`config.mk`:
```
export PLATFORM = sky130hd
export DESIGN_NAME = lmfe_median
export DESIGN_NICKNAME = d
export VERILOG_FILES = /design/src/hdl/lmfe_cfg_pkg.sv /design/src/hdl/lmfe_ctrl_pkg.sv /design/src/hdl/rank_cell.sv /design/src/hdl/rank_sorter.sv /design/src/hdl/window_shift.sv /design/src/hdl/frame_counter.sv /design/src/hdl/median_ctrl.sv /design/src/hdl/lmfe_median.sv
export SDC_FILE = /design/constraint.sdc
export NUM_CORES = 1
export LEC_CHECK = 0
export ABC_AREA = 1
export BUFFER_PORTS_ARGS = -buffer_cell sky130_fd_sc_hd__buf_2
export CAP_MARGIN = 20
export CORE_ASPECT_RATIO = 1.5
export CORE_MARGIN = 2
export CORE_UTILIZATION = 40
export CTS_BUF_LIST = sky130_fd_sc_hd__clkbuf_8
export CTS_CLUSTER_DIAMETER = 50
export DETAILED_ROUTE_END_ITERATION = 12
export SYNTH_ARGS = -nofsm -noshare
export SYNTH_HDL_FRONTEND = slang
export SYNTH_SLANG_ARGS = --single-unit
```
`constraint.sdc`:
```
create_clock -name CLK -period 5.1 [get_ports CLK]
set_input_delay 0.51 -clock CLK [delete_from_list [all_inputs] [get_ports CLK]]
set_output_delay 0.51 -clock CLK [all_outputs]
set_load 0.03 [all_outputs]
```
`src/hdl/lmfe_cfg_pkg.sv`:
```
package lmfe_cfg_pkg;

  // sample format
  localparam int SAMPLE_W = 8;

  typedef logic [SAMPLE_W-1:0] sample_t;

  // sliding window, median sits in the middle slot
  localparam int WIN         = 7;
  localparam int MEDIAN_RANK = 3;

  // samples between two flushes
  localparam int FRAME_LEN = 64;

  // one counter covers both the frame and the flush run
  localparam int COUNT_W = $clog2(FRAME_LEN);

  // fixed neighbours at both ends of the sorted chain
  localparam sample_t SAMPLE_MIN = '0;
  localparam sample_t SAMPLE_MAX = '1;

endpackage

```
`src/hdl/lmfe_ctrl_pkg.sv`:
```
package lmfe_ctrl_pkg;

  // RUN takes samples, FLUSH shifts zeros back in
  typedef enum logic {
    RUN   = 1'b0,
    FLUSH = 1'b1
  } ctrl_state_t;

endpackage

```
`src/hdl/rank_cell.sv`:
```
module rank_cell (
  input  logic                  CLK,
  input  logic                  RST,
  input  lmfe_cfg_pkg::sample_t ins,
  input  lmfe_cfg_pkg::sample_t del,
  input  lmfe_cfg_pkg::sample_t lower,
  input  lmfe_cfg_pkg::sample_t upper,
  output lmfe_cfg_pkg::sample_t value
);
  import lmfe_cfg_pkg::*;

  sample_t value_nxt;

  always_comb begin
    value_nxt = value;
    if (ins < del) begin
      // entries in (ins, del] move up one slot
      if (value > ins && value <= del) begin
        value_nxt = (lower > ins) ? lower : ins;
      end
    end else if (ins > del) begin
      // entries in [del, ins) move down one slot
      if (value < ins && value >= del) begin
        value_nxt = (upper < ins) ? upper : ins;
      end
    end
  end

  always_ff @(posedge CLK or posedge RST) begin
    if (RST) begin
      value <= '0;
    end else begin
      value <= value_nxt;
    end
  end

endmodule

```
`src/hdl/rank_sorter.sv`:
```
module rank_sorter (
  input  logic                  CLK,
  input  logic                  RST,
  input  logic                  update,
  input  lmfe_cfg_pkg::sample_t ins,
  input  lmfe_cfg_pkg::sample_t del,
  output lmfe_cfg_pkg::sample_t median
);
  import lmfe_cfg_pkg::*;

  sample_t ins_eff;
  sample_t del_eff;

  // chain[0] and chain[WIN+1] are the fixed ends,
  // chain[i+1] is the value of cell i
  wire sample_t chain [WIN+2];

  // equal pair when idle, no cell moves
  assign ins_eff = update ? ins : SAMPLE_MAX;
  assign del_eff = update ? del : SAMPLE_MAX;

  assign chain[0]     = SAMPLE_MIN;
  assign chain[WIN+1] = SAMPLE_MAX;

  for (genvar i = 0; i < WIN; i++) begin : g_cell
    rank_cell rank_cell_i (
      .CLK   (CLK),
      .RST   (RST),
      .ins   (ins_eff),
      .del   (del_eff),
      .lower (chain[i]),
      .upper (chain[i+2]),
      .value (chain[i+1])
    );
  end

  // middle of the sorted array
  assign median = chain[MEDIAN_RANK+1];

endmodule

```
`src/hdl/window_shift.sv`:
```
module window_shift (
  input  logic                  CLK,
  input  logic                  RST,
  input  logic                  shift,
  input  lmfe_cfg_pkg::sample_t shift_in,
  output lmfe_cfg_pkg::sample_t oldest
);
  import lmfe_cfg_pkg::*;

  // taps[0] newest, taps[WIN-1] oldest
  sample_t taps [WIN];

  // sample about to drop out, seen before the shift
  assign oldest = taps[WIN-1];

  always_ff @(posedge CLK or posedge RST) begin
    if (RST) begin
      // start of run is zero padded
      for (int i = 0; i < WIN; i++) begin
        taps[i] <= '0;
      end
    end else if (shift) begin
      taps[0] <= shift_in;
      for (int i = 1; i < WIN; i++) begin
        taps[i] <= taps[i-1];
      end
    end
  end

endmodule

```
`src/hdl/frame_counter.sv`:
```
module frame_counter (
  input  logic CLK,
  input  logic RST,
  input  logic accept,
  input  logic flush_step,
  output logic at_last,
  output logic flush_last
);
  import lmfe_cfg_pkg::*;

  logic [COUNT_W-1:0] count;
  logic               wrap;

  // position decodes only, the controller qualifies them
  assign at_last    = (count == COUNT_W'(FRAME_LEN - 1));
  assign flush_last = (count == COUNT_W'(WIN - 1));

  // end of frame or end of flush, start over from zero
  assign wrap = (accept && at_last) || (flush_step && flush_last);

  always_ff @(posedge CLK or posedge RST) begin
    if (RST) begin
      count <= '0;
    end else if (accept || flush_step) begin
      if (wrap) begin
        count <= '0;
      end else begin
        count <= count + 1'b1;
      end
    end
  end

endmodule

```
`src/hdl/median_ctrl.sv`:
```
module median_ctrl (
  input  logic                  CLK,
  input  logic                  RST,
  input  logic                  in_en,
  input  lmfe_cfg_pkg::sample_t din,
  input  lmfe_cfg_pkg::sample_t oldest,
  input  lmfe_cfg_pkg::sample_t median,
  input  logic                  at_last,
  input  logic                  flush_last,
  output logic                  busy,
  output logic                  accept,
  output logic                  flush_step,
  output logic                  shift,
  output lmfe_cfg_pkg::sample_t shift_in,
  output logic                  update,
  output lmfe_cfg_pkg::sample_t ins,
  output lmfe_cfg_pkg::sample_t del,
  output logic                  out_valid,
  output lmfe_cfg_pkg::sample_t dout
);
  import lmfe_cfg_pkg::*;
  import lmfe_ctrl_pkg::*;

  ctrl_state_t state_r;
  ctrl_state_t state_nxt;

  // accept flag travelling alongside the sorter pipeline
  logic acc_q;
  logic acc_qq;

  // busy is the flush state itself
  assign busy       = (state_r == FLUSH);
  assign accept     = in_en && !busy;
  assign flush_step = (state_r == FLUSH);

  // window moves on a real sample or on a zero during flush
  assign shift    = accept || flush_step;
  assign shift_in = accept ? din : sample_t'(0);

  always_comb begin
    state_nxt = state_r;
    case (state_r)
      RUN: begin
        // last sample of the frame starts the flush
        if (accept && at_last) begin
          state_nxt = FLUSH;
        end
      end
      FLUSH: begin
        if (flush_step && flush_last) begin
          state_nxt = RUN;
        end
      end
      default: begin
        state_nxt = RUN;
      end
    endcase
  end

  always_ff @(posedge CLK or posedge RST) begin
    if (RST) begin
      state_r   <= RUN;
      update    <= 1'b0;
      acc_q     <= 1'b0;
      acc_qq    <= 1'b0;
      out_valid <= 1'b0;
      dout      <= '0;
    end else begin
      state_r   <= state_nxt;
      update    <= shift;
      acc_q     <= accept;
      acc_qq    <= acc_q;
      // sorter settled one edge after the pair, take it now
      out_valid <= acc_qq;
      if (acc_qq) begin
        dout <= median;
      end
    end
  end

  // insert/delete pair, the tail leaves as the new sample enters
  always_ff @(posedge CLK) begin
    if (shift) begin
      ins <= shift_in;
      del <= oldest;
    end
  end

endmodule

```
`src/hdl/lmfe_median.sv`:
```
module lmfe_median (
  input  logic                  CLK,
  input  logic                  RST,
  input  logic                  in_en,
  input  lmfe_cfg_pkg::sample_t din,
  output logic                  busy,
  output logic                  out_valid,
  output lmfe_cfg_pkg::sample_t dout
);

  logic                  accept;
  logic                  flush_step;
  logic                  at_last;
  logic                  flush_last;
  logic                  shift;
  lmfe_cfg_pkg::sample_t shift_in;
  lmfe_cfg_pkg::sample_t oldest;
  logic                  update;
  lmfe_cfg_pkg::sample_t ins;
  lmfe_cfg_pkg::sample_t del;
  lmfe_cfg_pkg::sample_t median;

  median_ctrl median_ctrl_i (
    .CLK        (CLK),
    .RST        (RST),
    .in_en      (in_en),
    .din        (din),
    .oldest     (oldest),
    .median     (median),
    .at_last    (at_last),
    .flush_last (flush_last),
    .busy       (busy),
    .accept     (accept),
    .flush_step (flush_step),
    .shift      (shift),
    .shift_in   (shift_in),
    .update     (update),
    .ins        (ins),
    .del        (del),
    .out_valid  (out_valid),
    .dout       (dout)
  );

  frame_counter frame_counter_i (
    .CLK        (CLK),
    .RST        (RST),
    .accept     (accept),
    .flush_step (flush_step),
    .at_last    (at_last),
    .flush_last (flush_last)
  );

  window_shift window_shift_i (
    .CLK      (CLK),
    .RST      (RST),
    .shift    (shift),
    .shift_in (shift_in),
    .oldest   (oldest)
  );

  rank_sorter rank_sorter_i (
    .CLK    (CLK),
    .RST    (RST),
    .update (update),
    .ins    (ins),
    .del    (del),
    .median (median)
  );

endmodule

```
# Yosys cells after proc, flatten, opt, wreduce, memory -nomap -nowiden
# Cells that the tools add are included.
[word_totals]
reg_bits = 147
input_bits = 11
[classes]
bitwise_logic = 1
n_addsub = 1
n_eq_ne = 9
muxes = 49
order_cmp = 32
n_reduce_logical = 35
[ops]
columns = ["op", "n"]
rows = [
  ["$mux W8", 45],
  ["$gt A8 B8 Y1", 8],
  ["$lt A8 B8 Y1", 8],
  ["$ge A8 B8 Y1", 7],
  ["$le A8 B8 Y1", 7],
  ["$reduce_and A3 Y1", 7],
  ["$logic_and A1 B1 Y1", 17],
  ["$reduce_bool A2 Y1", 8],
  ["$ne A2 B2 Y1 const B", 6],
  ["$gt A1 B8 Y1 const A", 1],
  ["$lt A8 B8 Y1 const A", 1],
  ["$add A6 B1 Y6 const B", 1],
  ["$eq A6 B3 Y1 const B", 1],
  ["$eq A6 B6 Y1 const B", 1],
  ["$mux W6", 1],
  ["$logic_or A1 B1 Y1", 2],
  ["$mux W1", 2],
  ["$ne A2 B1 Y1 const B", 1],
  ["$pmux W1 S2", 1],
  ["$logic_not A1 Y1", 1],
  ["$not A1 Y1", 1],
]

# Logic depth before layout (Yosys ltp)
[depth]
ltp_word = 6
mapped_depth = 19
ltp_nobuf = 16

# Cells and area by module
# A second synthesis with hierarchy kept.
[unflattened]
hier_cells = 2200
hier_area_um2 = 15498.6
[modules_own_cells]
columns = ["mod", "cells_each", "n_inst", "area_each_um2", "seq_area_each_um2"]
rows = [
  ["rank_cell (rank_sorter_i.g_cell[0].rank_cell_i ...)", 255, 6, 1672.9, 200.2],
  ["window_shift", 246, 1, 2193.4, 1401.3],
  ["rank_cell (rank_sorter_i.g_cell[3].rank_cell_i)", 255, 1, 1674.1, 200.2],
  ["median_ctrl", 80, 1, 1024.7, 805.8],
  ["frame_counter", 53, 1, 402.9, 150.1],
  ["rank_sorter", 36, 1, 166.4, 0.0],
]

# Worst setup path before layout
# No wires, ideal clock.
[synth_timing]
path_type = "register -> register"
startpoint = "reg median_ctrl_i.update"
endpoint = "reg rank_sorter_i.g_cell[1].rank_cell_i.value[0]"
setup_slack_ps = 2316
path_buffers = 2
path_stages_with_launch = 18
setup_ps = 117
arrival_time_ps = 2667
path_cell_list = "dfrtp_1 -> buf_4 -> inv_2 -> nor2_1 -> clkinv_1 -> ha_1 -> inv_1 -> o21bai_1 -> inv_1 -> nand2_1 -> nand2_1 -> nand2_2 -> buf_6 -> nor2_1 -> nand2_2 -> nand2_2 -> nand2_1 -> nand2_1"
[synth_via]
elab_chain_cells = 6
[synth_rtl]
columns = ["item", "line", "rtl"]
rows = [
  ["from (decl)", "median_ctrl.sv:15", "output logic update,"],
  ["from (signal assigned)", "median_ctrl.sv:70", "update <= shift;"],
  ["$mux W8", "rank_sorter.sv:19", "assign ins_eff = update ? ins : SAMPLE_MAX;"],
  ["$lt A8 B8 Y1", "rank_cell.sv:24", "value_nxt = (upper < ins) ? upper : ins;"],
  ["$mux W8", "rank_cell.sv:24", ""],
  ["$mux W8", "rank_cell.sv:23", "if (value < ins && value >= del) begin"],
  ["$mux W8", "rank_cell.sv:21", "end else if (ins > del) begin"],
  ["$mux W8", "rank_cell.sv:16", "if (ins < del) begin"],
  ["to (signal assigned)", "rank_cell.sv:33", "value <= value_nxt;"],
  ["to (decl)", "rank_cell.sv:8", "output lmfe_cfg_pkg::sample_t value"],
]
# Several ways; a longest one is shown, not always the timed one. The select of a mux whose other input is x is not followed.
# A chain may end at the register's enable or synchronous reset.

# Final worst setup path
[layout_timing]
startpoint = "reg median_ctrl_i.update"
endpoint = "reg rank_sorter_i.g_cell[3].rank_cell_i.value[6]"
[layout_via]
elab_chain_cells = 6
[layout_rtl]
columns = ["item", "line"]
rows = [
  ["$mux W8", "rank_sorter.sv:19"],
  ["$lt A8 B8 Y1", "rank_cell.sv:24"],
  ["$mux W8", "rank_cell.sv:24"],
  ["$mux W8", "rank_cell.sv:23"],
  ["$mux W8", "rank_cell.sv:21"],
  ["$mux W8", "rank_cell.sv:16"],
  ["to (signal assigned)", "rank_cell.sv:33"],
  ["to (decl)", "rank_cell.sv:8"],
]
# Several ways; a longest one is shown, not always the timed one. The select of a mux whose other input is x is not followed.

==> results.txt <==
----------------------------------------------------
[Place]
  Last weighted congestion value of the routability-driven placer ... 0.9275
  Standard cell area after detailed placement ... 10830 um^2
  Total half-perimeter wirelength after legalization and detailed placement ... 21770 um
  Count of buffers inserted at the top-level ports ... 20

[Setup path]
  Number of cell instances on the worst register-to-register path ... 16
  Critical Path Slowest Stage Cell ... nand2_1
  Kind of cell with the highest combined delay on the critical path ... simple AND/OR/NAND/NOR gates
  Cell with the most instances on the worst path ... nand2_1
  Peak fanout along the critical path ... 26
  CP Cell Sequence ... inv_2 > nor2_2 > buf_4 > clkinv_1 > ha_1 > o21bai_1 > nand2_1 > nand2_1 > nand2_1 > nand2_1 > nand2_1 > nor2_1 > nand2_2 > nand2_4 > nand2_1 > nand2_1
  Worst-case register-to-register setup slack ... 1.33 ns
  Biggest cell delay along the critical path ... 0.60 ns
  Start-to-end type of the worst setup path ... reg -> reg
  Endpoint required time on the critical path ... 5.52 ns
  Worst Setup Start Kind ... flop
  Reg-to-Reg Start ... median_ctrl_i.update
  Count of buffer and inverter cells on the critical path ... 3
  Crit end category ... flop
  Critical R2R Capture ... rank_sorter_i.g_cell[3].rank_cell_i.value[6]
  Worst Path Arrival ... 4.19 ns

[Yosys]
  Number of instances in the synthesized netlist ... 1426
  Share of synthesized area occupied by flip-flops and latches ... 36.38%
  Synthesis-stage register bit count ... 147
  Syn Nets ... 1544
  Share of Yosys cell area claimed by the top area cell type ... 31.73%
  Syn Area/Cell ... 7.245 um^2
  Warnings, synthesis ... 0
  Post-synthesis cell type count ... 34
  Yosys top cell by area ... dfrtp_1
  Combined area of all synthesized cells ... 10330 um^2
  Largest cells by area after synthesis ... dfrtp_1, nand2_1, ha_1

[Finish]
  Fin nets ... 1565
  Leading cell types in the layout, fill and taps excluded ... nand2_1, nand3_1, dfrtp_1
  Antenna cell count ... 0
  Fraction of final layout cells sized beyond drive strength 1 ... 7.608%
  Area added between synthesis and finish ... 8.054%
  Most common cell after layout, fill and taps aside ... nand2_1
  Post-route cell area ... 11160 um^2
  Fillers ... 2725

[CTS]
  CTS Buffer Depth ... 2
  Clock-pin slew on the worst setup and hold paths ... 0.08 ns
  Clk sink count ... 147
  Total clock buffers created by CTS ... 17
  PostCTS Resize Cnt ... 0
  Clock tree from TritonCTS ... done
  Clock network latency to the later pin of the worst-skew pair ... 0.48 ns
  Number of levels the H-tree was split into ... 4
  CTS Root Cell ... clkbuf_8
  Post-CTS Hold Buffers ... 0
  Post-CTS repair timing setup buffer count ... 0

[Detailed routing]
  Drt pass-1 iters ... 5
  Final WL ... 31290 um
  Iteration-0 DRC Markers ... 670
  Antenna Nets Post-Route ... 0
  Via count normalized by instance count ... 5.331
  Mean routed wirelength per cell ... 17.46 um
  Number of remaining DRC errors ... 0
  Routed vias ... 9553

[Timing]
  Final Max Tran Viols ... 0
  Count of endpoints failing hold in the final timing report ... 0
  Fin crit share ... 73.88%
  Relative slew slack ... 41.48%
  Min cycle time layout ... 3.768 ns
  Worst Skew ... 0.01708 ns
  TNS Setup ... 0 ns
  Max frequency ... 265.4 MHz
  Final setup viols ... 0
  Least-Margin Pin Slew ... 0.8731 ns
  RSZ-0062 raised after global routing ... false

[Floorplanning]
  Die area ... 27160 um^2
  Area of the core ... 25580 um^2
  Number of top-level pins ... 21
  Number of placement rows ... 72
  Initial cell density of the core ... 40.38%
  Die Ht ... 200.8 um
  Chip Width ... 135.2 um

[Global routing]
  First-pass GRT wire length ... 49800 um
  Combined global-route utilization of all metal layers ... 23.94%
  Number of global-route vias before repair ... 9203
  Total grt overflow ... 0
  Antenna violations before repair ... 0
  Maximum number of pins on one net before global-route repair ... 86

[Status]
  Run status ... complete, no violations

[Worst hold path]
  Hold Crit Class ... in -> async

[Job]
  Reported max-cap violation count ... 0

----------------------------------------------------
state kept, by name, summed over array words and instances (netlist names):
signal	flops
rank_sorter_i.g_cell.rank_cell_i.value	56
window_shift_i.taps	48
median_ctrl_i.del	8
median_ctrl_i.dout	8
median_ctrl_i.ins	8
window_shift_i.oldest	8
frame_counter_i.count	6
median_ctrl_i.acc_q	1
median_ctrl_i.acc_qq	1
median_ctrl_i.busy	1
median_ctrl_i.out_valid	1
median_ctrl_i.update	1
final cells by class:
| cell class | instances | area, um^2 | area share, % |
|---|---|---|---|
| flip-flops and latches | 147 | 3759 | 33.67 |
| multi-input cells | 1109 | 5902 | 52.87 |
| repair buffers | 40 | 250.2 | 2.242 |
| clock buffers | 18 | 247.7 | 2.219 |
| inverters | 132 | 500.5 | 4.483 |
| well taps | 333 | 416.7 | 3.732 |
| clock inverters | 13 | 87.58 | 0.7846 |
cell usage after synthesis, drive strengths merged:
cell and instances:
nand2 540, nand3 181, dfrtp 131, inv 127
ha 107, nor2 80, o21ai 70, a21oi 45
clkbuf 24, edfxtp 16, o21a 16, o21bai 15
buf 14, o211ai 14, nand3b 12, nand4 10
o22ai 8, clkinv 5, nor3 4, nor3b 2
or2 2, a31oi 1, mux2 1, xor2 1
metal layers:
| metal | vias up | GRT usage [%] | part of all wire, % | wire length (um) |
|---|---|---|---|---|
| li1 | 4738 | - | - | - |
| met1 | 4420 | 28.47 | 40 | 12620 |
| met5 | - | 0 | 0 | 0 |
| met2 | 285 | 41.12 | 49 | 15440 |
| met3 | 110 | 3.232 | 4.4 | 1385 |
| met4 | 0 | 13.54 | 5.9 | 1841 |
how the worst max path moves through the flow:
| stage | start | endpoint | slack [ns] | cells after the start |
|---|---|---|---|---|
| floorplan | RST | frame_counter_i.count[0] | 1.09 | 1 |
| global placement | median_ctrl_i.update | rank_sorter_i.g_cell[3].rank_cell_i.value[2] | 1.43 | 16 |
| detailed placement | median_ctrl_i.update | rank_sorter_i.g_cell[3].rank_cell_i.value[0] | 1.39 | 16 |
| CTS | median_ctrl_i.update | rank_sorter_i.g_cell[3].rank_cell_i.value[2] | 1.37 | 16 |
| global route | median_ctrl_i.update | rank_sorter_i.g_cell[3].rank_cell_i.value[3] | 0.98 | 16 |
| finish | median_ctrl_i.update | rank_sorter_i.g_cell[3].rank_cell_i.value[6] | 1.33 | 16 |
kinds of logic after synthesis:
group / count (synthesis) / synth area share (%)
and+or+nand+nor: 831 / 34.52
DFF: 147 / 36.38
xor gates and xnor gates: 1 / 0.08479
AOI/OAI and AO/OA: 169 / 9.386
buffers and inverters: 170 / 6.564
muxes: 1 / 0.1090
adders and majority gates: 107 / 12.96
metrics by stage:
step           util, %  setup slack (ns)  hold WS [ns]  instances
2_1_floorplan        -             1.092        0.3312       1426
3_3_place_gp     42.32             1.426        0.3335       1761
3_5_place_dp     42.32             1.392        0.3379       1761
4_1_cts          43.63             1.375        0.2057       1792
5_1_grt          43.63            0.9807        0.2437       1792
6_report         43.63             1.332        0.1763       1792
Power is not shown: default switching activity piles up to over one toggle a cycle in this logic, so the estimate is an artifact.
